[src/source/soc_params.svh]
`ifndef SOC_PARAMS_SVH
`define SOC_PARAMS_SVH

// ram depth in 32-bit words
`define SOC_RAM_WORDS 1024

// pll_clk cycles per serial bit
`define SOC_UART_DIV 16

// address map, each window decoded on address[31:16]
`define SOC_WIN_BITS 16

`define SOC_RAM_BASE   32'h0000_0000
`define SOC_LED_BASE   32'h0001_0000
`define SOC_UART_BASE  32'h0002_0000
`define SOC_TIMER_BASE 32'h0003_0000

`endif

[src/source/bus_pkg.sv]
package bus_pkg;

    // fetch port, read only
    typedef struct packed {
        logic [31:0] address;
        logic        read;
    } instr_req_t;

    // data port and common bus
    typedef struct packed {
        logic [31:0] address;
        logic        read;
        logic        write;
        logic [3:0]  write_mask;
        logic [31:0] write_value;
    } mem_req_t;

    typedef struct packed {
        logic [31:0] read_value;
        logic        ready;     // one cycle per transfer
    } mem_rsp_t;

endpackage

[src/source/bus_arbiter.sv]
module bus_arbiter (
    input  logic                 pll_clk,
    input  logic                 rst_n,
    input  bus_pkg::instr_req_t  instr_req,
    input  bus_pkg::mem_req_t    data_req,
    input  bus_pkg::mem_rsp_t    mem_rsp,
    output bus_pkg::mem_rsp_t    instr_rsp,
    output bus_pkg::mem_rsp_t    data_rsp,
    output bus_pkg::mem_req_t    mem_req
);

    typedef enum logic [1:0] {
        grant_none,
        grant_instr,
        grant_data
    } grant_t;

    grant_t grant_q;
    grant_t grant;

    // new grant only when idle, data first
    always_comb begin
        grant = grant_q;
        if (grant_q == grant_none) begin
            if (data_req.read || data_req.write)
                grant = grant_data;
            else if (instr_req.read)
                grant = grant_instr;
        end
    end

    always_ff @(posedge pll_clk or negedge rst_n) begin
        if (!rst_n)
            grant_q <= grant_none;
        else
            grant_q <= mem_rsp.ready ? grant_none : grant;
    end

    always_comb begin
        mem_req = '0;
        case (grant)
            grant_data:  mem_req = data_req;
            grant_instr: begin
                mem_req.address = instr_req.address;
                mem_req.read    = instr_req.read;   // mask and write stay 0
            end
            default: ;
        endcase
    end

    always_comb begin
        instr_rsp = '0;
        data_rsp  = '0;
        if (grant == grant_instr)
            instr_rsp = mem_rsp;
        if (grant == grant_data)
            data_rsp = mem_rsp;
    end

    // owner must hold its request until the slave answers
    a_req_held: assert property (@(posedge pll_clk) disable iff (!rst_n)
        (grant != grant_none && !mem_rsp.ready) |=> $stable(mem_req))
        else $error("bus request changed before ready");

endmodule

[config.mk]
export PLATFORM = sky130hd
export DESIGN_NAME = bus_arbiter
export DESIGN_NICKNAME = d
export VERILOG_FILES = /design/src/source/soc_params.svh /design/src/source/bus_pkg.sv /design/src/source/bus_arbiter.sv
export SDC_FILE = /design/constraint.sdc
export NUM_CORES = 1
export LEC_CHECK = 0
export ABC_AREA = 1
export BUFFER_PORTS_ARGS = -buffer_cell sky130_fd_sc_hd__buf_2
export CAP_MARGIN = 10
export CORE_AREA = 4 4 103 105
export CTS_BUF_LIST = sky130_fd_sc_hd__clkbuf_2 sky130_fd_sc_hd__clkbuf_4 sky130_fd_sc_hd__clkbuf_8
export CTS_CLUSTER_SIZE = 16
export DETAILED_ROUTE_END_ITERATION = 8
export DIE_AREA = 0 0 107 109
export SYNTH_ARGS = -nofsm -noshare
export SYNTH_HDL_FRONTEND = slang
export SYNTH_SLANG_ARGS = --single-unit
[constraint.sdc]
create_clock -name pll_clk -period 1.3 [get_ports pll_clk]
set_input_delay 0.13 -clock pll_clk [delete_from_list [all_inputs] [get_ports pll_clk]]
set_output_delay 0.13 -clock pll_clk [all_outputs]
set_load 0.05 [all_outputs]
==> summary.md <==
| Metric | Value |
|---|---|
| FP Rows | `36` |
| Critical Path Max Stage Delay | `0.36 ns` |
| P_sw | `0.00231 W` |
| CP Class | `flop to output pin` |
| Ys Warns | `0` |
| Worst-path clk slew | `0.03 ns` |
| Worst-path cell chain | `inv_2, nand2_1, nand2_1, nand2_2, ha_4, buf_6, buf_12, clkbuf_16, nand2_2, clkinvlp_4, buf_6` |
| Initial antenna violation count | `0` |
| Final setup violating endpoints | `136` |
| Post-DP Area | `4190 um2` |
| Cell taking the most area after synthesis | `nand2_1` |
| CP max-delay cell | `dfrtp_1` |
| Clock Skew | `0.00276 ns` |
| Max Freq | `0.526 GHz` |
| Maximum VDD drop | `0.450 mV` |
| Yosys reg bits | `2` |
| Commonest non-fill, non-tap cell in the layout | `buf_2` |
| Status | `finished with violations` |
| Largest register FFs | `2` |
| CTS Buffer Depth | `2` |
| Num ports | `274` |
| WP data arrival | `1.77 ns` |
| GRT Total Usage | `0.166` |
| Minimum clock period | `1.90 ns` |
| First-pass detailed-route iteration total | `4` |
| Largest net degree at the start of global routing | `26` |
| Num CTS Buffers | `3` |
| Sw Share | `0.561` |
| WP buf/inv | `6` |
| Detailed-placement wirelength estimate | `7730 um` |
| Worst EP required | `1.17 ns` |
| CTS H-tree lvls | `1` |
| Initial Utilization | `0.147` |
| Layout area overhead | `341%` |
| Flop pwr share | `0.016` |
| First-pass GRT wire length | `15700 um` |
| CTS tree | `yes` |
| Global placer's final weighted congestion | `0.809` |
| Synth top area share | `0.457` |
| Netlist cell types | `10` |
| Cell area after layout | `6270 um2` |
| Die area | `11700 um2` |
| Clock power share | `0.058` |
| Synthesized net count | `482` |
| Final hold viol count | `0` |
| Initial detailed-routing violation count | `100` |
| Diodes inserted | `0` |
| Core Region | `9640 um2` |
| Final Core Density | `0.650` |
| Final period utilization | `1.46` |
| Fin cells | `785` |
| CTS sink count | `2` |
| Synthesized cell area | `1420 um2` |
| CP Launch Type | `flop` |
| Leak | `2.75 nW` |
| CP top delay family | `buffers and inverters` |
| IO Port Bufs | `273` |
| Die H | `109 um` |
| Most frequent cells in the layout | `buf_2 (137), clkinvlp_4 (103), buf_8 (94)` |
| DRC | `0` |
| Pint | `0.00181 W` |
| Worst Max-Slew Pin Slew | `0.191 ns` |
| Slew Limit Headroom | `0.872` |
| Cell Count Post-Placement | `746` |
| Register name with the most flops | `grant_q` |
| Die Wd | `107 um` |
| Min-delay worst type | `input pin to flop` |
| Final Max Slew Viols | `0` |
| Layout cells sized above 1 | `0.917` |
| Post-Syn Instances | `342` |
| Via count | `3311` |
| Worst-Skew Late Latency | `0.21 ns` |
| Power per cell area | `658 nW/um2` |
| GR Overflow Total | `0` |
| Root Driver | `clkbuf_8` |
| Area contributors post-synth | `nand2_1 (46%), inv_1 (28%), a21oi_1 (12%)` |
| Max Cap Viol | `0` |
| CP Capture Type | `output pin` |
| Routed len/inst | `15.8 um` |
| Syn_area_per_cell | `4.16 um2` |
| Sequential area share after synthesis | `0.0352` |
| Regs by FF count | `grant_q (2)` |
| Failing checks | `setup timing` |
| Final worst setup slack | `-0.602 ns` |
| DRT antenna net count | `0` |
| Final #Nets | `794` |
| Vias in the first global route | `3357` |
| RSZ-0062 raised after global routing | `yes` |
| Tot Pwr | `0.00413 W` |
| Comb pwr share | `0.926` |
| Vias per cell | `4.22` |
| Crit path max fanout | `7` |
| Overall routed net length | `12400 um` |
-- cell usage after synthesis, drive strengths merged --
cell and count:
nand2 173, ha 2, a21oi 34, o21ai 1
clkbuf 1, nor2 1, dfrtp 2, inv 107
buf 21
-- area by class of cell --
cell class | count | area [um2]
clock buffers | 3 | 41.3
fillers | 765 | 3370
inverters | 107 | 788
multi-input cells | 211 | 1880
flip-flops and latches | 2 | 50.0
well taps | 133 | 166
repair buffers | 329 | 3340
-- timing repair --
action | 4_1_cts | 5_1_grt
endpoints found under the hold margin | 2 | 0
resized for setup | 333 | 144
setup endpoints to repair | 136 | 136
hold buffers | 1 | 0
buffers inserted | 13 | 16
cloned | 3 | 7
pin swaps | 42 | 11
-- metal layers --
layer	track usage	wire length, um	vias up
met5	0	0	-
met4	0.0420	325	0
met3	0.0361	828	34
met2	0.348	7410	158
met1	0.161	3840	1558
li1	-	-	1561
-- cell families after synthesis --
kind of cell / Yosys count / synth area share
and+or+nand+nor: 174 / 0.460
buffers and inverters: 129 / 0.364
AOI/OAI and AO/OA: 35 / 0.123
adders and majority gates: 2 / 0.0176
DFF: 2 / 0.0352
-- power groups by stage --
stage               sequential [W]  clock (W)  combinational [W]
floorplan                0.0000676          0            0.00207
global placement         0.0000677          0            0.00276
detailed placement       0.0000677          0            0.00278
CTS                      0.0000671   0.000245            0.00355
global route             0.0000676   0.000258            0.00398
finish                   0.0000673   0.000238            0.00382
-- per-stage QoR --
step / hold slack, ns / setup TNS [ns] / worst slack, ns
4_1_cts: 0.176 / -68.04 / -0.581
6_report: 0.193 / -69.27 / -0.602
3_3_place_gp: -0.0803 / -47.40 / -0.451
5_1_grt: 0.205 / -82.15 / -0.700
3_5_place_dp: -0.0777 / -48.41 / -0.458
2_1_floorplan: -0.166 / -29.45 / -0.300
-- final timing paths --
| path | startpoint | to | slack (ns) | cells after the start |
|---|---|---|---|---|
| max in group asynchronous | rst_n | grant_q[0] | 0.92 | 2 |
| setup / recovery | grant_q[1] | mem_req[24] | -0.60 | 11 |
| hold / removal | mem_rsp[0] | grant_q[0] | 0.19 | 2 |
| hold reg to reg | grant_q[0] | grant_q[1] | 0.56 | 3 |
| setup reg to reg | grant_q[1] | grant_q[1] | 0.25 | 6 |
| min in group asynchronous | rst_n | grant_q[1] | 0.27 | 2 |
Power figures use the tool's default switching activity.
