<file path="src/source/soc_params.svh">
`ifndef SOC_PARAMS_SVH
`define SOC_PARAMS_SVH

// ram depth in 32-bit words
`define SOC_RAM_WORDS 1024

// pll_clk cycles per serial bit
`define SOC_UART_DIV 16

// address map, each window decoded on address[31:16]
`define SOC_WIN_BITS 16

`define SOC_RAM_BASE   32'h0000_0000
`define SOC_LED_BASE   32'h0001_0000
`define SOC_UART_BASE  32'h0002_0000
`define SOC_TIMER_BASE 32'h0003_0000

`endif

</file>
<file path="src/source/bus_pkg.sv">
package bus_pkg;

    // fetch port, read only
    typedef struct packed {
        logic [31:0] address;
        logic        read;
    } instr_req_t;

    // data port and common bus
    typedef struct packed {
        logic [31:0] address;
        logic        read;
        logic        write;
        logic [3:0]  write_mask;
        logic [31:0] write_value;
    } mem_req_t;

    typedef struct packed {
        logic [31:0] read_value;
        logic        ready;     // one cycle per transfer
    } mem_rsp_t;

endpackage

</file>
<file path="src/source/periph_pkg.sv">
package periph_pkg;

    typedef enum logic [2:0] {
        sel_none,
        sel_ram,
        sel_led,
        sel_uart,
        sel_timer
    } slave_sel_t;

    typedef struct packed {
        logic tx_busy;
        logic rx_valid;
    } uart_status_t;

    // register offsets, address[3:0]
    localparam logic [3:0] uart_data_ofs   = 4'h0;
    localparam logic [3:0] uart_status_ofs = 4'h4;
    localparam logic [3:0] timer_low_ofs   = 4'h0;
    localparam logic [3:0] timer_high_ofs  = 4'h4;

endpackage

</file>
<file path="src/source/mem_interconnect.sv">
`include "soc_params.svh"

module mem_interconnect (
    input  bus_pkg::mem_req_t  mem_req,
    input  bus_pkg::mem_rsp_t  ram_rsp,
    input  bus_pkg::mem_rsp_t  led_rsp,
    input  bus_pkg::mem_rsp_t  timer_rsp,
    input  bus_pkg::mem_rsp_t  uart_rsp,
    output bus_pkg::mem_rsp_t  mem_rsp,
    output logic               ram_sel,
    output logic               led_sel,
    output logic               timer_sel,
    output logic               uart_sel
);

    localparam int win_lsb = `SOC_WIN_BITS;

    logic                     active;
    logic [31-win_lsb:0]      page;
    periph_pkg::slave_sel_t   sel;

    assign active = mem_req.read || mem_req.write;
    assign page   = mem_req.address[31:win_lsb];

    always_comb begin
        sel = periph_pkg::sel_none;
        if (active) begin
            if (page == (`SOC_RAM_BASE >> win_lsb))
                sel = periph_pkg::sel_ram;
            else if (page == (`SOC_LED_BASE >> win_lsb))
                sel = periph_pkg::sel_led;
            else if (page == (`SOC_UART_BASE >> win_lsb))
                sel = periph_pkg::sel_uart;
            else if (page == (`SOC_TIMER_BASE >> win_lsb))
                sel = periph_pkg::sel_timer;
        end
    end

    assign ram_sel   = (sel == periph_pkg::sel_ram);
    assign led_sel   = (sel == periph_pkg::sel_led);
    assign timer_sel = (sel == periph_pkg::sel_timer);
    assign uart_sel  = (sel == periph_pkg::sel_uart);

    always_comb begin
        // unselected slaves drive zero
        mem_rsp.read_value = ram_rsp.read_value | led_rsp.read_value
                           | timer_rsp.read_value | uart_rsp.read_value;
        case (sel)
            periph_pkg::sel_ram:   mem_rsp.ready = ram_rsp.ready;
            periph_pkg::sel_led:   mem_rsp.ready = led_rsp.ready;
            periph_pkg::sel_timer: mem_rsp.ready = timer_rsp.ready;
            periph_pkg::sel_uart:  mem_rsp.ready = uart_rsp.ready;
            default:               mem_rsp.ready = active;  // unmapped, done at once
        endcase
    end

endmodule

</file>
<file path="config.mk">
export PLATFORM = sky130hd
export DESIGN_NAME = mem_interconnect
export DESIGN_NICKNAME = d
export VERILOG_FILES = /design/src/source/bus_pkg.sv /design/src/source/periph_pkg.sv /design/src/source/mem_interconnect.sv
export VERILOG_INCLUDE_DIRS = /design/src /design/src/source
export SDC_FILE = /design/constraint.sdc
export NUM_CORES = 1
export LEC_CHECK = 0
export BUFFER_PORTS_ARGS = -buffer_cell sky130_fd_sc_hd__buf_2
export CAP_MARGIN = 10
export CORE_AREA = 2 2 93 95
export DETAILED_ROUTE_END_ITERATION = 7
export DIE_AREA = 0 0 95 97
export PLACE_DENSITY = 0.42
export REMOVE_ABC_BUFFERS = 1
export SYNTH_ARGS = -nofsm -noshare
export SYNTH_HDL_FRONTEND = slang
export SYNTH_SLANG_ARGS = --single-unit
</file>
<file path="constraint.sdc">
create_clock -name vclk -period 1.1
set_input_delay 0.055 -clock vclk [all_inputs]
set_output_delay 0.055 -clock vclk [all_outputs]
set_load 0.02 [all_outputs]
</file>
==> out/metrics.cfg, run 1 <==
[run_status]
status = finished, violations left
violations = setup timing

[floorplanning]
start_util = 0.0431
die_h_um = 97
rows = 33
die_area_mm2 = 0.00922
ios = 239
core_mm2 = 0.00813
dieWidth_um = 95

[critical_path]
cp-end-kind = primary output
cp.arrival_ns = 1.12
path_buf_inv = 3
critPathMaxStageDelay_ns = 0.35
crit_path_start_kind = primary input
cpMostUsedCell = buf_6
critical_path.top_delay_family = buffers and inverters
cp_max_fo = 5
critPathRequiredTime_ns = 1.04
cpMaxStageDelayCell = o32a_1
path_class = primary input to primary output
crit_chain = buf_2 -> nor4_2 -> nand2_1 -> buf_6 -> o32a_1 -> buf_6

[finish]
syn2layout_area_growth_pct = 335
n_antenna_cell = 0
drive_gt1_frac = 0.830
layout_commonest_cell = buf_2
seq_area_um2 = 0
seq_cells = 0
num-clock-buffers = 0
final_util = 0.188
nets = 439
design_area_mm2 = 0.00153
layout_common_cells = 180 x buf_2, 32 x or4_1, 6 x buf_6, 3 x nor4_1

[power]
p_total_w = 0.000387
switching_share = 0.355
powerDensity_mw_per_mm2 = 254
internal_power_w = 0.000249
pwr-share-seq = 0
combPwrFrac = 1.000
p_sw_w = 0.000137
clockPowerShare = 0
leakagePower_nw = 0.776
peakVddDrop_mv = 0.0656

[logic_synthesis]
synthesis.area_um2 = 350
synthAdderAreaFrac = 0
synthXorXnorAreaFrac = 0
avgSynthCellArea_um2 = 7.62
yosys.area_share.simple = 0.850
synth_cell_types = 9
synth_compound_area_frac = 0.0643
ys_warn_count = 0
synth_top_family_by_area = simple AND/OR/NAND/NOR gates
yosys-mux-area-fraction = 0.0643
synth_cells = 46
yosysSeqAreaShare = 0

[grt]
grt_pass1_wl_um = 4090
antenna_found_initial = 0
grt_pass1_vias = 1050
grt_start_max_net_pins = 6
grtUsageTotal = 0.0525
grt_overflow = 0

[detailed_routing]
drc = 0
postRouteAntennaNets = 0
routed_via_density = 3.53
num_vias = 1199
drtIter0Drc = 7
wl_per_cell_um = 8.68
drt_first_pass_iters = 2
drt-total-wl_um = 2950

[sta]
whs_ns = 0.405
finalHoldViolations = 0
slew_headroom = 0.832
drv_slew = 0
fin_crit_sh = 1.06
setup_viol = 2
tightest_slew_ns = 0.249
layout_min_cycle_time_ns = 1.17
fin_setup_tns_ns = -0.101
worst_slack_ns = -0.0709
fmax_ghz = 0.854
rsz0062_at_grt = yes

[hold_path]
hold_class = primary input to primary output

[placement]
globalplace.congestion = 0.691
portBuffers = 187
dpl_cell_area_mm2 = 0.00143
dp_hpwl_um = 2880

[run]
cap_violations = 0

[worst paths after layout]
path                         start     endpoint  slack [ns]  cells after the start
worst max-delay path   mem_req[61]   mem_rsp[0]       -0.07                      6
worst min-delay path  uart_rsp[23]  mem_rsp[23]        0.40                      3
[timing repair]
item                                   CTS  global route
pin swaps                                3             3
setup buffers                            0             0
endpoints found under the hold margin    0             0
hold buffers                             0             0
setup endpoints to repair                5             5
gates resized for setup                  7            10
[worst min-delay path, cell delays in order]
cell and delay [ns]:
buf_2 0.07, or4_1 0.08, buf_2 0.15
[layer usage]
layer | part of all wire | up-vias | wire [µm] | GRT usage
met5 | 0 | - | 0 | 0
met4 | 0 | 0 | 0 | 0
met3 | 0.14 | 0 | 416 | 0.00156
met2 | 0.58 | 96 | 1710 | 0.120
met1 | 0.28 | 503 | 830 | 0.0514
li1 | - | 600 | - | -
[through the flow]
stage,worst slack [ns],instances
5_1_grt,-0.148,340
3_3_place_gp,-0.181,340
3_5_place_dp,-0.179,340
4_1_cts,-0.0993,340
6_report,-0.0709,340
2_1_floorplan,-0.149,46
[power groups by stage]
| stage | registers [W] | clock network (W) | logic [W] |
|---|---|---|---|
| global route | 0 | 0 | 0.000428 |
| floorplan | 0 | 0 | 0.0000834 |
| detailed placement | 0 | 0 | 0.000362 |
| global placement | 0 | 0 | 0.000354 |
| CTS | 0 | 0 | 0.000376 |
| finish | 0 | 0 | 0.000387 |
[cell usage after synthesis, drive strengths merged]
cell    number  area share
inv          2       0.021
nand2        1       0.011
o32a         1       0.029
mux4         1       0.064
nor4         7        0.14
nor2         1       0.011
o211ai       1       0.036
or4         32        0.69
[kinds of logic after synthesis]
logic type / after synthesis
muxes: 1
buffers and inverters: 2
and+or+nand+nor: 41
AOI/OAI and AO/OA: 2
[area by class of cell]
type                            instances  area (µm²)
Fill cell                             938        6610
Timing Repair Buffer                  189         998
Multi-Input combinational cell         44         388
Tap cell                              105         131
Inverter                                2        7.51
No activity file was read; power rests on OpenSTA's default activity.
==> run 2, diff against run 1 <==
--- a/config.mk
+++ b/config.mk
@@ -8,10 +8,10 @@
 export LEC_CHECK = 0
 export BUFFER_PORTS_ARGS = -buffer_cell sky130_fd_sc_hd__buf_2
 export CAP_MARGIN = 10
-export CORE_AREA = 2 2 93 95
+export CORE_AREA = 2 2 91 93
 export DETAILED_ROUTE_END_ITERATION = 7
-export DIE_AREA = 0 0 95 97
-export PLACE_DENSITY = 0.42
+export DIE_AREA = 0 0 93 95
+export PLACE_DENSITY = 0.43
 export REMOVE_ABC_BUFFERS = 1
 export SYNTH_ARGS = -nofsm -noshare
 export SYNTH_HDL_FRONTEND = slang
==> constraint.sdc (replaced) <==
create_clock -name vclk -period 1.4
set_input_delay 0.07 -clock vclk [all_inputs]
set_output_delay 0.07 -clock vclk [all_outputs]
set_load 0.02 [all_outputs]
==> run 2 against run 1 <==
Net effect:
- the run now ends clean
- sequential share of layout area unchanged
- critical endpoint unchanged
- power down 27%
- global-route usage down 0.33 points
- combinational power down 27%
- via count up 0.92%
- design area down 7.1%
- clock-buffer cell count unchanged
- critical path depth down 1
- sequential cell count unchanged
- core utilization down 0.87 points
- largest cell class unchanged
==> out/metrics.cfg, run 2 (same netlist as run 1, synthesis figures left out) <==
[run_status]
status = complete, no violations

[critical_path]
crit_chain = buf_2 -> nor4_2 -> o211ai_2 -> o32a_1 -> buf_2
critical_path.top_delay_family = compound AO/OA/AOI/OAI gates
critPathRequiredTime_ns = 1.33  ; +0.29 ns
cp-end-kind = primary output
cp.arrival_ns = 1.22  ; +0.10 ns
path_class = primary input to primary output
cpMaxStageDelayCell = o32a_1
critPathMaxStageDelay_ns = 0.36  ; about the same
path_buf_inv = 2  ; -1
cp_max_fo = 5  ; unchanged
crit_path_start_kind = primary input
cpMostUsedCell = buf_2

[power]
leakagePower_nw = 0.749  ; -3.4%
powerDensity_mw_per_mm2 = 199  ; -22%
p_sw_w = 0.000102  ; -26%
combPwrFrac = 1.000  ; about the same
peakVddDrop_mv = 0.0555  ; -15%
clockPowerShare = 0  ; unchanged
internal_power_w = 0.000180  ; -28%
pwr-share-seq = 0  ; unchanged
switching_share = 0.361  ; +0.00589

[floorplanning]
die_area_mm2 = 0.00884  ; -4.1%
dieWidth_um = 93  ; -2.1%
rows = 33  ; unchanged
core_mm2 = 0.00793  ; -2.5%
die_h_um = 95  ; -2.1%
start_util = 0.0442  ; +0.00112
ios = 239  ; unchanged

[clock_tree]
ctsHoldBuffers = 0  ; unchanged
cts-resized-gates = 0  ; -7
post_cts_buffers = 0  ; unchanged

[placement]
globalplace.congestion = 0.676  ; -2.1%
portBuffers = 187  ; unchanged
dp_hpwl_um = 2880  ; -0.19%
placed_cells = 338  ; -0.59%

[detailed_routing]
num_vias = 1210  ; +0.92%
drt_first_pass_iters = 2  ; unchanged
wl_met3_um = 487  ; +17%
wl_met2_um = 1600  ; -6.5%
topRoutingLayerUsed = met3
wl_per_cell_um = 8.65  ; -0.33%
postRouteAntennaNets = 0  ; unchanged
drtIter0Drc = 6  ; -1
m1WireLength_um = 843  ; +1.6%
drc = 0  ; unchanged
routed_via_density = 3.58  ; +1.5%
drt-total-wl_um = 2930  ; -0.91%

[finish]
layout_commonest_cell = buf_2
layout_common_cells = 187 x buf_2, 32 x or4_1, 6 x nor4_1, 2 x inv_1
seq_cells = 0  ; unchanged
n_fill_cell = 923  ; -1.6%
n_antenna_cell = 0  ; unchanged
final_util = 0.179  ; -0.00869
syn2layout_area_growth_pct = 305
nets = 437  ; -0.46%
drive_gt1_frac = 0.815  ; -0.0143
num-clock-buffers = 0  ; unchanged
seq_area_um2 = 0  ; unchanged
multi_input_area_um2 = 343  ; -12%
final_cells = 338  ; -0.59%

[sta]
finalHoldViolations = 0  ; unchanged
fmax_ghz = 0.774
slew_headroom = 0.802  ; -0.0300
tightest_slew_ns = 0.294  ; +0.0444 ns
fin_setup_tns_ns = 0  ; +0.101 ns
layout_min_cycle_time_ns = 1.29
setup_viol = 0  ; -2
rsz0062_at_grt = no
drv_slew = 0  ; unchanged
fin_crit_sh = 0.923

[grt]
grt_overflow = 0  ; unchanged
grt_pass1_vias = 976  ; -7.0%
antenna_found_initial = 0  ; unchanged
grt_pass1_wl_um = 3680  ; -9.9%
grt_start_max_net_pins = 6  ; unchanged
grtUsageTotal = 0.0492  ; -0.00327

[hold_path]
hold_class = primary input to primary output

[run]
cap_violations = 0  ; unchanged

[run 2: cell count changes in the layout (fill, tap and decap cells not counted)]
cell,delta
buf_2,+7
buf_6,-6
nor4_1,+3
buf_4,-2
nor4_4,-2
buf_8,-1
nor4_2,-1
o211ai_2,+1
o211ai_4,-1
[run 2: cell type report]
type               instances  share of cell area
inverters                  2             0.00530
multi-input cells         44               0.242
well taps                105              0.0927
repair buffers           187               0.660
[run 2: power by group through the flow]
stage / Combinational (W) / Clock, W / Sequential [W]
finish: 0.000282 / 0 / 0
CTS: 0.000287 / 0 / 0
global route: 0.000313 / 0 / 0
global placement: 0.000283 / 0 / 0
floorplan: 0.0000656 / 0 / 0
detailed placement: 0.000286 / 0 / 0
[run 2: per-layer routing]
metal / vias to the layer above / track usage
li1: 597 / -
met1: 504 / 0.0476
met2: 109 / 0.112
met3: 0 / 0.00718
met4: 0 / 0
met5: - / 0
[run 2: stage by stage]
step	setup WS (ns)	total power (W)	instance area, µm²	hold WS [ns]
global placement	0.0831	0.000283	1420	0.436
finish	0.108	0.000282	1420	0.436
floorplan	0.121	0.0000656	350	0.226
CTS	0.0760	0.000287	1420	0.437
detailed placement	0.0728	0.000286	1420	0.437
global route	0.0350	0.000313	1420	0.454
[run 2: path summary, 6_finish.rpt]
kind,start,end,depth (start not counted)
setup / recovery,mem_req[63],mem_rsp[0],5
hold / removal,uart_rsp[19],mem_rsp[19],3
