===== config.mk =====
export PLATFORM = sky130hd
export DESIGN_NAME = uart
export DESIGN_NICKNAME = d
export VERILOG_FILES = /design/src/source/bus_pkg.sv /design/src/source/periph_pkg.sv /design/src/source/uart.sv
export VERILOG_INCLUDE_DIRS = /design/src /design/src/source
export SDC_FILE = /design/constraint.sdc
export NUM_CORES = 1
export LEC_CHECK = 0
export BUFFER_PORTS_ARGS = -buffer_cell sky130_fd_sc_hd__buf_2
export CAP_MARGIN = 40
export CORE_MARGIN = 2
export CORE_UTILIZATION = 50
export CTS_BUF_LIST = sky130_fd_sc_hd__clkbuf_16
export DETAILED_ROUTE_END_ITERATION = 6
export PLACE_DENSITY = 0.9
export SLEW_MARGIN = 15
export SYNTH_ARGS = -nofsm -noshare
export SYNTH_HDL_FRONTEND = slang
export SYNTH_SLANG_ARGS = --single-unit

===== constraint.sdc =====
create_clock -name pll_clk -period 5 [get_ports pll_clk]
set_input_delay 1.25 -clock pll_clk [delete_from_list [all_inputs] [get_ports pll_clk]]
set_output_delay 1.25 -clock pll_clk [all_outputs]
set_load 0.05 [all_outputs]

===== src/source/soc_params.svh =====
`ifndef SOC_PARAMS_SVH
`define SOC_PARAMS_SVH

// ram depth in 32-bit words
`define SOC_RAM_WORDS 1024

// pll_clk cycles per serial bit
`define SOC_UART_DIV 16

// address map, each window decoded on address[31:16]
`define SOC_WIN_BITS 16

`define SOC_RAM_BASE   32'h0000_0000
`define SOC_LED_BASE   32'h0001_0000
`define SOC_UART_BASE  32'h0002_0000
`define SOC_TIMER_BASE 32'h0003_0000

`endif


===== src/source/bus_pkg.sv =====
package bus_pkg;

    // fetch port, read only
    typedef struct packed {
        logic [31:0] address;
        logic        read;
    } instr_req_t;

    // data port and common bus
    typedef struct packed {
        logic [31:0] address;
        logic        read;
        logic        write;
        logic [3:0]  write_mask;
        logic [31:0] write_value;
    } mem_req_t;

    typedef struct packed {
        logic [31:0] read_value;
        logic        ready;     // one cycle per transfer
    } mem_rsp_t;

endpackage


===== src/source/periph_pkg.sv =====
package periph_pkg;

    typedef enum logic [2:0] {
        sel_none,
        sel_ram,
        sel_led,
        sel_uart,
        sel_timer
    } slave_sel_t;

    typedef struct packed {
        logic tx_busy;
        logic rx_valid;
    } uart_status_t;

    // register offsets, address[3:0]
    localparam logic [3:0] uart_data_ofs   = 4'h0;
    localparam logic [3:0] uart_status_ofs = 4'h4;
    localparam logic [3:0] timer_low_ofs   = 4'h0;
    localparam logic [3:0] timer_high_ofs  = 4'h4;

endpackage


===== src/source/uart.sv =====
`include "soc_params.svh"

module uart (
    input  logic               pll_clk,
    input  logic               rst_n,
    input  logic               sel,
    input  bus_pkg::mem_req_t  mem_req,
    input  logic               uart_rx,
    output bus_pkg::mem_rsp_t  rsp,
    output logic               uart_tx
);

    localparam int div   = `SOC_UART_DIV;
    localparam int div_w = $clog2(div);

    logic [3:0]  offset;
    logic        tx_start;
    logic        rx_read;

    logic             tx_busy_q;
    logic [8:0]       tx_shift_q;   // data then stop
    logic [div_w-1:0] tx_div_q;
    logic [3:0]       tx_cnt_q;

    logic             rx_meta_q;
    logic             rx_sync_q;
    logic             rx_active_q;
    logic [div_w-1:0] rx_div_q;
    logic [3:0]       rx_cnt_q;
    logic [7:0]       rx_shift_q;
    logic [7:0]       rx_data_q;
    logic             rx_valid_q;

    periph_pkg::uart_status_t status;

    assign offset   = mem_req.address[3:0];
    assign tx_start = sel && mem_req.write && mem_req.write_mask[0]
                    && offset == periph_pkg::uart_data_ofs && !tx_busy_q;
    assign rx_read  = sel && mem_req.read && offset == periph_pkg::uart_data_ofs;

    always_ff @(posedge pll_clk or negedge rst_n) begin
        if (!rst_n) begin
            tx_busy_q <= 1'b0;
            uart_tx   <= 1'b1;
            tx_div_q  <= '0;
            tx_cnt_q  <= 4'd0;
        end else if (tx_start) begin
            tx_busy_q  <= 1'b1;
            uart_tx    <= 1'b0;                 // start bit
            tx_shift_q <= {1'b1, mem_req.write_value[7:0]};
            tx_div_q   <= '0;
            tx_cnt_q   <= 4'd0;
        end else if (tx_busy_q) begin
            if (tx_div_q == div_w'(div - 1)) begin
                tx_div_q <= '0;
                if (tx_cnt_q == 4'd9) begin     // stop bit done
                    tx_busy_q <= 1'b0;
                    uart_tx   <= 1'b1;
                end else begin
                    uart_tx    <= tx_shift_q[0];
                    tx_shift_q <= {1'b1, tx_shift_q[8:1]};
                    tx_cnt_q   <= tx_cnt_q + 4'd1;
                end
            end else begin
                tx_div_q <= tx_div_q + 1'b1;
            end
        end
    end

    always_ff @(posedge pll_clk or negedge rst_n) begin
        if (!rst_n) begin
            rx_meta_q   <= 1'b1;
            rx_sync_q   <= 1'b1;
            rx_active_q <= 1'b0;
            rx_div_q    <= '0;
            rx_cnt_q    <= 4'd0;
            rx_valid_q  <= 1'b0;
        end else begin
            rx_meta_q <= uart_rx;
            rx_sync_q <= rx_meta_q;
            if (rx_read)
                rx_valid_q <= 1'b0;
            if (!rx_active_q) begin
                if (!rx_sync_q) begin
                    rx_active_q <= 1'b1;
                    rx_div_q    <= div_w'(div / 2);   // first sample mid start bit
                    rx_cnt_q    <= 4'd0;
                end
            end else if (rx_div_q == div_w'(div - 1)) begin
                rx_div_q <= '0;
                rx_cnt_q <= rx_cnt_q + 4'd1;
                if (rx_cnt_q == 4'd0 && rx_sync_q) begin
                    rx_active_q <= 1'b0;        // glitch, not a start bit
                end else if (rx_cnt_q == 4'd9) begin
                    rx_active_q <= 1'b0;
                    if (rx_sync_q) begin
                        rx_data_q  <= rx_shift_q;
                        rx_valid_q <= 1'b1;     // overwrites an unread byte
                    end
                end
            end else begin
                rx_div_q <= rx_div_q + 1'b1;
            end
        end
    end

    always_ff @(posedge pll_clk) begin
        if (rx_active_q && rx_div_q == div_w'(div - 1) && rx_cnt_q != 4'd0)
            rx_shift_q <= {rx_sync_q, rx_shift_q[7:1]};   // lsb first
    end

    assign status.tx_busy  = tx_busy_q;
    assign status.rx_valid = rx_valid_q;

    always_comb begin
        rsp.ready      = sel;
        rsp.read_value = 32'b0;
        if (sel) begin
            case (offset)
                periph_pkg::uart_data_ofs:   rsp.read_value = {24'b0, rx_data_q};
                periph_pkg::uart_status_ofs: rsp.read_value = {30'b0, status};
                default: ;
            endcase
        end
    end

    a_tx_idle_high: assert property (@(posedge pll_clk) disable iff (!rst_n)
        !tx_busy_q |-> uart_tx)
        else $error("uart_tx low while transmitter idle");

endmodule


==> results by group, run 1 <==
Timing
  • Worst Skew: 0.00963 ns
  • Final Hold Vio Count: 0
  • Maximum clock frequency: 253 MHz
  • Min cycle time layout: 3.96 ns
  • Final worst path period share: 79.1%
  • Worst slew pin tran: 0.793 ns
  • Setup violators final: 0
  • Setup TNS: 0 ns
  • Max-slew violation count: 0
  • RSZ-0062 raised after global routing: false
  • Max transition margin: 46.8%

Pwr
  • Internal Power: 0.777 mW
  • Max rail drop VDD: 0.215 mV
  • Reg power frac: 45.8%
  • Logic pwr share: 14.3%
  • Clk pwr share: 39.9%
  • Sw Pwr: 0.277 mW
  • Total Power: 1.05 mW
  • PwrDens: 416 mW/mm^2
  • Switching part of the total power: 26.3%
  • LEAKAGE: 1.09 nW

Die
  • Die Y: 71.3 um
  • Initial Util: 52.1%
  • Die width: 71.3 um
  • Core ar.: 0.00435 sq mm
  • Rows: 24
  • Ports: 108
  • Die area: 0.00509 sq mm

Worst setup path
  • Crit path required time: 3.75 ns
  • Crit-path max FO: 7
  • Crit. End Element: output pin
  • Worst Setup Start Kind: primary input
  • Crit path arrival time: 2.71 ns
  • Crit Path Class: in -> out

Detailed routing
  • DRT Wirelength: 3720 um
  • Final ANT Viol Nets: 0
  • Number of remaining DRC errors: 0
  • Via count: 1390
  • DR WL/cell: 13.8 um
  • Initial DRT Pass Iterations: 4
  • Starting DRT DRC Count: 115
  • Vias per inst: 5.15

Clock network
  • Root Driver: clkbuf_16
  • CTS Buf Count: 5
  • # Post-CTS Setup Buffers: 0
  • Longest Clk Path Bufs: 2
  • H-Tree Depth: 2
  • Post-CTS resize count: 0
  • Worst-path clk slew: 0.06 ns
  • CTS tree: yes
  • Clk sinks: 47
  • Post-CTS Hold Buffers: 0
  • Worst skew pair latency: 0.29 ns

Layout
  • Multi-input gate area: 800 sq um
  • N_diodes: 0
  • Register area: 0.00131 sq mm
  • Nets: 298
  • Number of fill cells: 321
  • Share of cells above drive strength 1: 22.5%
  • Area delta synth->final: 11.7%

Placement
  • Half-perimeter wire length after placement: 2460 um
  • GPL Wtd Cong: 0.829
  • Port bufs: 28

Global routing
  • Global-route wire length before repair: 5960 um
  • Largest net degree at the start of global routing: 26
  • Grt ovf: 0
  • Total Routing Usage GR: 15.3%
  • Initial antenna violation count: 0
  • Vias in the first global route: 1217

Status
  • Status: finished clean

Logic synthesis
  • Mapped Area: 0.00227 sq mm
  • Count of cell types in the netlist: 43
  • Post-synth EDFFs: 25
  • Synth Flop Type: edfxtp_1
  • Seq/Total Area, Yosys: 57.6%
  • Yosys warnings: 0
  • Syn Area/Cell: 12.0 sq um
  • FFs w/ async S/R, synth: 46.8%
  • Synthesized instance count: 189
  • #FFs+latches synth: 47

Worst hold path
  • Worst min-delay path class: reg -> reg

Run
  • Max Cap Violations: 0
[sequential cells by signal, summed over array words and instances, names as in the netlist, 4 cells and up]
signal and flops:
rx_cnt_q 4, rx_data_q 8, rx_div_q 4, rx_shift_q 8, tx_cnt_q 4, tx_div_q 4, tx_shift_q 9
[final cells by class]
class                           instances  share of cell area, %
Clock buffer                            5                   4.94
Inverter                                9                   1.33
Clock inverter                          3                   2.52
Tap cell                               52                   2.57
Multi-Input combinational cell        126                   31.6
Sequential cell                        47                   51.5
Timing Repair Buffer                   28                   5.53
[layer usage]
| metal | wire length, um | GRT usage [%] | share of wire (%) | vias to the layer above |
|---|---|---|---|---|
| met3 | 183 | 4.36 | 4.9 | 8 |
| li1 | - | - | - | 676 |
| met1 | 1730 | 21.5 | 47 | 661 |
| met4 | 70 | 5.66 | 1.9 | 0 |
| met5 | 0 | 0 | 0 | - |
| met2 | 1730 | 22.7 | 47 | 45 |
[per-stage QoR]
| stage | worst slack [ns] | instance area (sq um) | hold WS, ns | util, % | cells |
|---|---|---|---|---|---|
| detailed placement | 1.02 | 2340 | 0.347 | 53.8 | 262 |
| global placement | 1.08 | 2340 | 0.346 | 53.8 | 262 |
| floorplan | 1.25 | 2350 | 0.345 | - | 212 |
| global route | 0.922 | 2530 | 0.358 | 58.2 | 270 |
| CTS | 1.01 | 2530 | 0.356 | 58.2 | 270 |
| finish | 1.04 | 2530 | 0.355 | 58.2 | 270 |
[layout by cell type (no fill, tap or decap), types with 3 or more instances in the layout]
cell	instances
a22o_1	8
dfrtp_1	19
o21ai_0	12
clkbuf_16	5
nand2_1	13
nand3b_1	3
a21oi_1	5
ha_1	7
inv_1	10
nand3_1	6
edfxtp_1	25
xor2_1	3
and2_1	7
buf_2	28
nand4_1	3
dfstp_2	3
nor2_1	6
conb_1	24
nor2b_1	3
[path summary, 6_finish.rpt]
| path | from | endpoint | slack (ns) | depth (start not counted) |
|---|---|---|---|---|
| setup / recovery | mem_req[39] | rsp[4] | 1.04 | 5 |
| hold / removal | rx_meta_q$_DFF_PN1_ | rx_sync_q$_DFF_PN1_ | 0.35 | 0 |
| setup reg to reg | rx_div_q[0]$_DFFE_PN0P_ | rx_data_q[4]$_DFFE_PP_ | 2.75 | 4 |
| hold reg to reg | rx_meta_q$_DFF_PN1_ | rx_sync_q$_DFF_PN1_ | 0.35 | 0 |
| max in group asynchronous | rst_n | rx_sync_q$_DFF_PN1_ | 3.68 | 1 |
| min in group asynchronous | rst_n | rx_div_q[3]$_DFFE_PN0P_ | 0.95 | 1 |
[synthesized netlist by cell type, drive strengths merged (5+ instances only)]
cell,instances,share of area (%)
o21ai,12,2.6
ha,7,3.9
buf,27,9.0
nand3,6,1.3
nor2,7,1.3
edfxtp,25,33
inv,9,1.5
and2,7,1.9
a21oi,5,1.1
dfrtp,19,21
nand2,13,2.2
a22o,10,4.0
[cell families after synthesis]
| logic type | share of synthesized area, % |
|---|---|
| simple gates | 14.5 |
| flops | 57.6 |
| buf+inv | 11.0 |
| compound gates | 10.2 |
| fa+ha+maj | 3.86 |
| xor+xnor | 1.16 |
| mux | 1.55 |
| other cells | 0.165 |
[power by group through the flow]
stage          combinational, mW  sequential, mW  clock (mW)
3_5_place_dp               0.150           0.486           0
6_report                   0.151           0.482       0.421
3_3_place_gp               0.142           0.484           0
4_1_cts                    0.152           0.481       0.428
2_1_floorplan              0.138           0.475           0
5_1_grt                    0.166           0.486       0.445
[critical path: stages]
cell and delay [ns]:
buf_2 0.09, or4b_4 0.58, nor2_1 0.33, and2_1 0.19
buf_2 0.26
(Power assumes the default switching activity.)
==> run 2: changes to the inputs <==
--- a/config.mk
+++ b/config.mk
@@ -6,13 +6,14 @@
 export SDC_FILE = /design/constraint.sdc
 export NUM_CORES = 1
 export LEC_CHECK = 0
+export ABC_AREA = 1
 export BUFFER_PORTS_ARGS = -buffer_cell sky130_fd_sc_hd__buf_2
 export CAP_MARGIN = 40
 export CORE_MARGIN = 2
-export CORE_UTILIZATION = 50
+export CORE_UTILIZATION = 47
 export CTS_BUF_LIST = sky130_fd_sc_hd__clkbuf_16
 export DETAILED_ROUTE_END_ITERATION = 6
-export PLACE_DENSITY = 0.9
+export PLACE_DENSITY = 0.85
 export SLEW_MARGIN = 15
 export SYNTH_ARGS = -nofsm -noshare
 export SYNTH_HDL_FRONTEND = slang
==> constraint.sdc (replaced) <==
create_clock -name pll_clk -period 3.76 [get_ports pll_clk]
set_input_delay 0.94 -clock pll_clk [delete_from_list [all_inputs] [get_ports pll_clk]]
set_output_delay 0.94 -clock pll_clk [all_outputs]
set_load 0.05 [all_outputs]
==> run 2 against run 1 <==
  * Final cell count grew 25%
  * Largest cell class unchanged
  * Sequential power increased by 34%
  * Worst setup slack worse by 0.20 ns
  * Register-to-register slack worse by 0.92 ns
  * Flip-flop and latch count is the same
==> results by group, run 2 <==
Status
  • Status: finished clean

Die
  • Initial Util: 49.3% (-2.7 points)
  • Die area: 0.00557 sq mm (+9.5%)
  • Core ar.: 0.00475 sq mm (+9.2%)
  • Die width: 74.7 um (+4.6%)
  • Ports: 108 (unchanged)
  • Rows: 25 (+4.2%)
  • Die Y: 74.7 um (+4.6%)

Timing
  • Worst Skew: 0.00512 ns (-0.00452 ns)
  • Final Hold Vio Count: 0 (unchanged)
  • Max-slew violation count: 0 (unchanged)
  • Setup TNS: 0 ns (unchanged)
  • Worst slew pin tran: 0.706 ns (-0.0862 ns)
  • Final worst path period share: 77.6%
  • Max transition margin: 52.7% (+6.0 points)
  • Min cycle time layout: 2.92 ns
  • RSZ-0062 raised after global routing: false
  • Setup violators final: 0 (unchanged)
  • Maximum clock frequency: 343 MHz

Clock network
  • Root Driver: clkbuf_16
  • Post-CTS Hold Buffers: 0 (unchanged)
  • Post-CTS resize count: 0 (unchanged)
  • CTS tree: yes
  • Longest Clk Path Bufs: 2 (unchanged)
  • Worst-path clk slew: 0.06 ns (about the same)
  • Clk sinks: 47 (unchanged)
  • # Post-CTS Setup Buffers: 0 (unchanged)
  • H-Tree Depth: 2 (unchanged)
  • CTS Buf Count: 5 (unchanged)
  • Worst skew pair latency: 0.29 ns (about the same)

Logic synthesis
  • Synth top area share: 32.0% (-1.1 points)
  • Largest family of logic cells by synthesized area: simple AND/OR/NAND/NOR gates
  • Compound-gate portion of the synthesized area: 6.56% (-3.6 points)
  • Count of cell types in the netlist: 28 (-35%)
  • FFs w/ async S/R, synth: 46.8% (unchanged)
  • Synthesized instance count: 237 (+25%)
  • Mux cell area share after synthesis: 0% (-1.5 points)
  • #FFs+latches synth: 47 (unchanged)
  • Largest area contributor in the netlist: edfxtp_1
  • Post-synthesis xor/xnor area fraction: 1.49% (+0.33 points)
  • Mapped Area: 0.00235 sq mm (+3.5%)
  • Syn Area/Cell: 9.90 sq um (-17%)
  • Adder-cell share of the synthesized area: 3.73% (-0.13 points)
  • Yosys warnings: 0 (unchanged)
  • Most frequent cell after synthesis: nand2_1
  • Top post-synthesis cells by count: 41 x nand2_1, 33 x inv_1, 26 x buf_4
  • Post-Synth Simple-Gate Area: 18.2% (+3.7 points)
  • Top cells by area, synth: edfxtp_1 32%, dfrtp_1 20%, buf_4 8.3%
  • Synth Flop Type: edfxtp_1
  • Post-synth EDFFs: 25 (unchanged)
  • Seq/Total Area, Yosys: 55.6% (-1.9 points)

Worst setup path
  • Crit-path max FO: 9 (+2)
  • CP max-delay cell: buf_2
  • Crit. End Element: output pin
  • Crit Path Class: in -> out
  • Worst Setup Start Kind: primary input
  • Reg2reg setup slack: 1.83 ns (-0.92 ns)
  • Crit path arrival time: 1.98 ns (-0.73 ns)
  • Crit path required time: 2.82 ns (-0.93 ns)
  • CP peak stage delay: 0.28 ns (-0.30 ns)
  • Worst path cell trace: buf_2, nor2_2, nand3_2, o22ai_1, buf_2
  • CP most frequent cell: buf_2

Global routing
  • Grt ovf: 0 (unchanged)
  • Vias in the first global route: 1467 (+21%)
  • Global-route wire length before repair: 6470 um (+8.6%)
  • Initial antenna violation count: 0 (unchanged)
  • Total Routing Usage GR: 15.8% (+0.47 points)
  • Largest net degree at the start of global routing: 25 (-3.8%)

Run
  • Max Cap Violations: 0 (unchanged)

Detailed routing
  • Starting DRT DRC Count: 157 (+37%)
  • DRT Wirelength: 3980 um (+7.2%)
  • Vias per inst: 4.70 (-8.7%)
  • Final ANT Viol Nets: 0 (unchanged)
  • Number of remaining DRC errors: 0 (unchanged)
  • DR WL/cell: 11.8 um (-14%)
  • Via count: 1588 (+14%)
  • Initial DRT Pass Iterations: 4 (unchanged)

Placement
  • Half-perimeter wire length after placement: 2730 um (+11%)
  • GPL Wtd Cong: 0.752 (-9.3%)
  • Port bufs: 28 (unchanged)

Layout
  • Biggest regs: tx_shift_q: 9 flops, rx_data_q: 8 flops, rx_shift_q: 8 flops
  • Nets: 351 (+18%)
  • Area delta synth->final: 11.3%
  • Share of cells above drive strength 1: 18.5% (-4.0 points)
  • N_diodes: 0 (unchanged)
  • Most common cell after layout, fill and taps aside: nand2_1
  • Largest reg by FF count: tx_shift_q
  • Multi-input gate area: 793 sq um (-0.78%)
  • Most frequent cells in the layout: 41 x nand2_1, 33 x inv_1, 28 x buf_2, 25 x edfxtp_1, 24 x conb_1
  • Register area: 0.00131 sq mm (unchanged)
  • Max reg flops: 9 (unchanged)
  • Number of fill cells: 422 (+31%)

Pwr
  • Sw Pwr: 0.379 mW (+37%)
  • Logic pwr share: 16.8% (+2.5 points)
  • Clk pwr share: 33.3% (-6.6 points)
  • LEAKAGE: 1.25 nW (+15%)
  • Total Power: 1.29 mW (+23%)
  • Reg power frac: 49.9% (+4.1 points)
  • PwrDens: 495 mW/mm^2 (+19%)
  • Max rail drop VDD: 0.232 mV (+7.9%)
  • Switching part of the total power: 29.4% (+3.1 points)
  • Internal Power: 0.912 mW (+17%)

Worst hold path
  • Worst min-delay path class: reg -> reg
run 2: cell count changes in the layout (fill, tap and decap cells not counted), moves of 3 or more:
| cell | change |
|---|---|
| o21ai_0 | +7 |
| nor2_1 | +9 |
| a22o_1 | -7 |
| nand2_1 | +28 |
| nand3_1 | +14 |
| inv_1 | +23 |
| and2_1 | -7 |
| nor2b_1 | -3 |
run 2: area by class of cell:
type | count | share of cell area (%)
clock buffer | 5 | 4.79
clock inverter | 3 | 0.767
timing repair buffer | 30 | 5.94
sequential | 47 | 50.0
tap | 67 | 3.21
multi-input combinational | 152 | 30.4
inverter | 34 | 4.89
run 2: final timing paths:
| kind | cells past startpoint | end | from |
|---|---|---|---|
| max in group asynchronous | 2 | rx_sync_q$_DFF_PN1_ | rst_n |
| worst min-delay path | 0 | rx_sync_q$_DFF_PN1_ | rx_meta_q$_DFF_PN1_ |
| worst min register to register | 0 | rx_sync_q$_DFF_PN1_ | rx_meta_q$_DFF_PN1_ |
| min in group asynchronous | 2 | tx_cnt_q[1]$_DFFE_PN0P_ | rst_n |
| worst max register to register | 5 | rx_data_q[6]$_DFFE_PP_ | rx_div_q[0]$_DFFE_PN0P_ |
| worst max-delay path | 5 | rsp[2] | mem_req[39] |
run 2: metrics by stage:
| stage | area [sq um] | std cells | hold slack (ns) | worst slack [ns] | utilization, % |
|---|---|---|---|---|---|
| after floorplan | 2430 | 260 | 0.345 | 0.703 | - |
| after global placement | 2460 | 329 | 0.346 | 0.828 | 51.7 |
| after detailed placement | 2460 | 329 | 0.355 | 0.827 | 51.7 |
| after CTS | 2600 | 337 | 0.363 | 0.820 | 54.7 |
| after global routing | 2610 | 338 | 0.369 | 0.750 | 54.9 |
| final | 2610 | 338 | 0.361 | 0.841 | 54.9 |
run 2: logic make-up (layout without fill, tap and decap cells):
kind of cell / Yosys count / in the layout
compound gates: 28 / 28
xor+xnor: 4 / 4
fa+ha+maj: 7 / 7
buf+inv: 61 / 72
flops: 47 / 47
other cells: 1 / 24
simple gates: 89 / 89
run 2: power by group through the flow:
stage / Combinational [mW] / Sequential, mW / Clock, mW
final: 0.216 / 0.644 / 0.430
after global routing: 0.250 / 0.654 / 0.457
after CTS: 0.216 / 0.645 / 0.437
after detailed placement: 0.212 / 0.653 / 0
after global placement: 0.205 / 0.651 / 0
after floorplan: 0.193 / 0.643 / 0
run 2: worst max-delay path: cells and delay by family:
| kind | cells | cell delay (ns) |
|---|---|---|
| compound gates | 1 | 0.20 |
| buf+inv | 2 | 0.38 |
| simple gates | 2 | 0.44 |
run 2: per-layer routing:
metal / global-route usage, % / share of wire (%) / routed length [um] / vias up
li1: - / - / - / 789
met1: 19.1 / 42 / 1680 / 744
met2: 26.0 / 50 / 2000 / 46
met3: 4.42 / 5.4 / 215 / 9
met4: 7.74 / 2.2 / 87 / 0
met5: 0 / 0 / 0 / -
==> run 3: changes to the inputs <==
--- a/config.mk
+++ b/config.mk
@@ -10,10 +10,10 @@
 export BUFFER_PORTS_ARGS = -buffer_cell sky130_fd_sc_hd__buf_2
 export CAP_MARGIN = 40
 export CORE_MARGIN = 2
-export CORE_UTILIZATION = 47
+export CORE_UTILIZATION = 42
 export CTS_BUF_LIST = sky130_fd_sc_hd__clkbuf_16
 export DETAILED_ROUTE_END_ITERATION = 6
-export PLACE_DENSITY = 0.85
+export PLACE_DENSITY = 0.81
 export SLEW_MARGIN = 15
 export SYNTH_ARGS = -nofsm -noshare
 export SYNTH_HDL_FRONTEND = slang
==> constraint.sdc (replaced) <==
create_clock -name pll_clk -period 2.5 [get_ports pll_clk]
set_input_delay 0.625 -clock pll_clk [delete_from_list [all_inputs] [get_ports pll_clk]]
set_output_delay 0.625 -clock pll_clk [all_outputs]
set_load 0.05 [all_outputs]
==> run 3 against run 2 <==
  * Flip-flop and latch count stayed put
  * Wire length is 8.1% lower
  * Critical path depth unchanged
  * Total power increased by 60%
  * Design area rose by 1.5%
  * Global-route usage decreased by 3.6 points
  * Worst setup slack worse by 0.62 ns
  * Clock skew increased by 0.0024 ns
  * Utilization is 6.2 points lower
  * Sequential power up 51%
  * Critical endpoint is now rsp[1]
  * Largest power group unchanged
==> results by group, run 3 (synthesis gave the netlist of run 2 again) <==
Timing
  • Max-slew violation count: 0 (unchanged)
  • Setup violators final: 0 (unchanged)
  • Final worst path period share: 91.0%
  • Max transition margin: 53.3% (+0.61 points)
  • Worst Skew: 0.00754 ns (+0.00242 ns)
  • Maximum clock frequency: 439 MHz
  • Setup TNS: 0 ns (unchanged)
  • Final worst slack: 0.224 ns (-0.617 ns)
  • Worst slew pin tran: 0.697 ns (-0.00918 ns)
  • Min cycle time layout: 2.28 ns
  • Final Hold Vio Count: 0 (unchanged)
  • RSZ-0062 raised after global routing: false
  • Hold slack: 0.325 ns (-0.0366 ns)

Worst setup path
  • Crit. End Element: output pin
  • Worst path cell trace: buf_2, nor2_2, nand3_2, o22ai_1, buf_2
  • Worst r2r src: rx_div_q[0]$_DFFE_PN0P_
  • Crit path arrival time: 1.65 ns (-0.33 ns)
  • CP most frequent cell: buf_2
  • CP top delay family: simple AND/OR/NAND/NOR gates
  • Crit-path max FO: 9 (unchanged)
  • Buf/Inv on CP: 2 (unchanged)
  • Crit path required time: 1.88 ns (-0.94 ns)
  • CP max-delay cell: buf_2
  • Worst Setup Start Kind: primary input
  • Setup crit start: mem_req[39]
  • CP peak stage delay: 0.28 ns (about the same)
  • Crit Path Class: in -> out

Pwr
  • Reg power frac: 47.0% (-2.9 points)
  • Max rail drop VDD: 0.346 mV (+49%)
  • Sw Pwr: 0.583 mW (+54%)
  • Internal Power: 1.48 mW (+62%)
  • LEAKAGE: 1.27 nW (+1.4%)
  • Switching part of the total power: 28.3% (-1.1 points)
  • Logic pwr share: 15.7% (-1.1 points)
  • Total Power: 2.06 mW (+60%)
  • Clk pwr share: 37.2% (+3.9 points)
  • PwrDens: 778 mW/mm^2 (+57%)

Detailed routing
  • Via count: 1561 (-1.7%)
  • DRT Wirelength: 3660 um (-8.1%)
  • Final ANT Viol Nets: 0 (unchanged)
  • Number of remaining DRC errors: 0 (unchanged)
  • Vias per inst: 4.54 (-3.4%)
  • DR WL/cell: 10.6 um (-9.7%)
  • Initial DRT Pass Iterations: 4 (unchanged)
  • Starting DRT DRC Count: 105 (-33%)

Die
  • Die width: 78.7 um (+5.5%)
  • Core ar.: 0.00544 sq mm (+14%)
  • Rows: 27 (+8.0%)
  • Die area: 0.00620 sq mm (+11%)
  • Die Y: 78.7 um (+5.5%)
  • Initial Util: 43.1% (-6.2 points)
  • Ports: 108 (unchanged)

Global routing
  • Met3 usage: 2.50% (-1.9 points)
  • Grt peak-use layer: met2
  • Vias in the first global route: 1417 (-3.4%)
  • Global-route wire length before repair: 5990 um (-7.5%)
  • Total Routing Usage GR: 12.2% (-3.6 points)
  • Met1 Use GR: 16.0% (-3.1 points)
  • Initial antenna violation count: 0 (unchanged)
  • Met2 Use GR: 20.0% (-6.0 points)
  • Largest net degree at the start of global routing: 24 (-4.0%)
  • Grt ovf: 0 (unchanged)

Status
  • Status: finished clean

Layout
  • Finished Cell Area: 0.00265 sq mm (+1.5%)
  • Post-Layout Cell Count: 344 (+1.8%)
  • Multi-input gate area: 793 sq um (unchanged)
  • Share of cells above drive strength 1: 19.1% (+0.67 points)
  • Number of fill cells: 502 (+19%)
  • Most common cell after layout, fill and taps aside: nand2_1
  • Layout Utilization: 48.7% (-6.2 points)
  • Max reg flops: 9 (unchanged)
  • Biggest regs: tx_shift_q: 9 flops, rx_data_q: 8 flops, rx_shift_q: 8 flops
  • Most frequent cells in the layout: 41 x nand2_1, 33 x inv_1, 28 x buf_2, 25 x edfxtp_1, 24 x conb_1
  • Nets: 352 (+0.28%)
  • N_diodes: 0 (unchanged)
  • Register area: 0.00131 sq mm (unchanged)
  • Largest reg by FF count: tx_shift_q
  • Area delta synth->final: 13.0%

Clock network
  • Clk sinks: 47 (unchanged)
  • CTS Buf Count: 5 (unchanged)
  • Worst-path clk slew: 0.07 ns (about the same)
  • # Post-CTS Setup Buffers: 0 (unchanged)
  • CTS tree: yes
  • H-Tree Depth: 2 (unchanged)
  • Longest Clk Path Bufs: 2 (unchanged)
  • Worst skew pair latency: 0.29 ns (about the same)
  • Post-CTS resize count: 0 (unchanged)
  • Post-CTS Hold Buffers: 0 (unchanged)
  • Root Driver: clkbuf_16

Placement
  • Port bufs: 28 (unchanged)
  • Setup WS pre-CTS: 0.218 ns (-0.610 ns)
  • Half-perimeter wire length after placement: 2530 um (-7.5%)
  • Placed cells: 336 (+2.1%)
  • Post-DP Area: 0.00248 sq mm (+0.87%)
  • GPL Wtd Cong: 0.803 (+6.7%)

Worst hold path
  • Worst min-delay path class: in -> async

Run
  • Max Cap Violations: 0 (unchanged)
run 3: area by class of cell:
cell class                      instances  share of cell area, %
Clock buffer                            5                   4.72
Tap cell                               72                   3.40
Sequential cell                        47                   49.2
Multi-Input combinational cell        152                   29.9
Timing Repair Buffer                   31                   6.14
Inverter                               34                   4.82
Clock inverter                          3                   1.75
run 3: worst register-to-register path, cell delays in order (launching register included):
cell and delay (ns):
dfrtp_1 0.39, ha_1 0.21, nand3_1 0.10, nor2_1 0.24
nand2_1 0.13, nor2_1 0.55
run 3: worst paths after layout:
kind                                                end  depth (start not counted)  slack (ns)
min in group pll_clk                rx_sync_q$_DFF_PN1_                          0        0.36
worst max register to register   rx_data_q[6]$_DFFE_PP_                          5        0.51
worst min-delay path            tx_cnt_q[3]$_DFFE_PN0P_                          2        0.32
worst max-delay path                             rsp[1]                          5        0.22
worst min register to register      rx_sync_q$_DFF_PN1_                          0        0.36
max in group asynchronous           rx_meta_q$_DFF_PN1_                          2        1.89
run 3: power groups by stage:
stage	clock network, mW	registers, mW	logic [mW]
floorplan	0	0.967	0.291
global placement	0	0.978	0.312
detailed placement	0	0.982	0.326
CTS	0.774	0.969	0.328
global route	0.805	0.984	0.366
finish	0.767	0.970	0.324
run 3: routing by layer:
layer / routed length [um] / part of all wire [%]
met4: 59 / 1.6
met2: 1710 / 47
met1: 1720 / 47
met3: 159 / 4.3
met5: 0 / 0
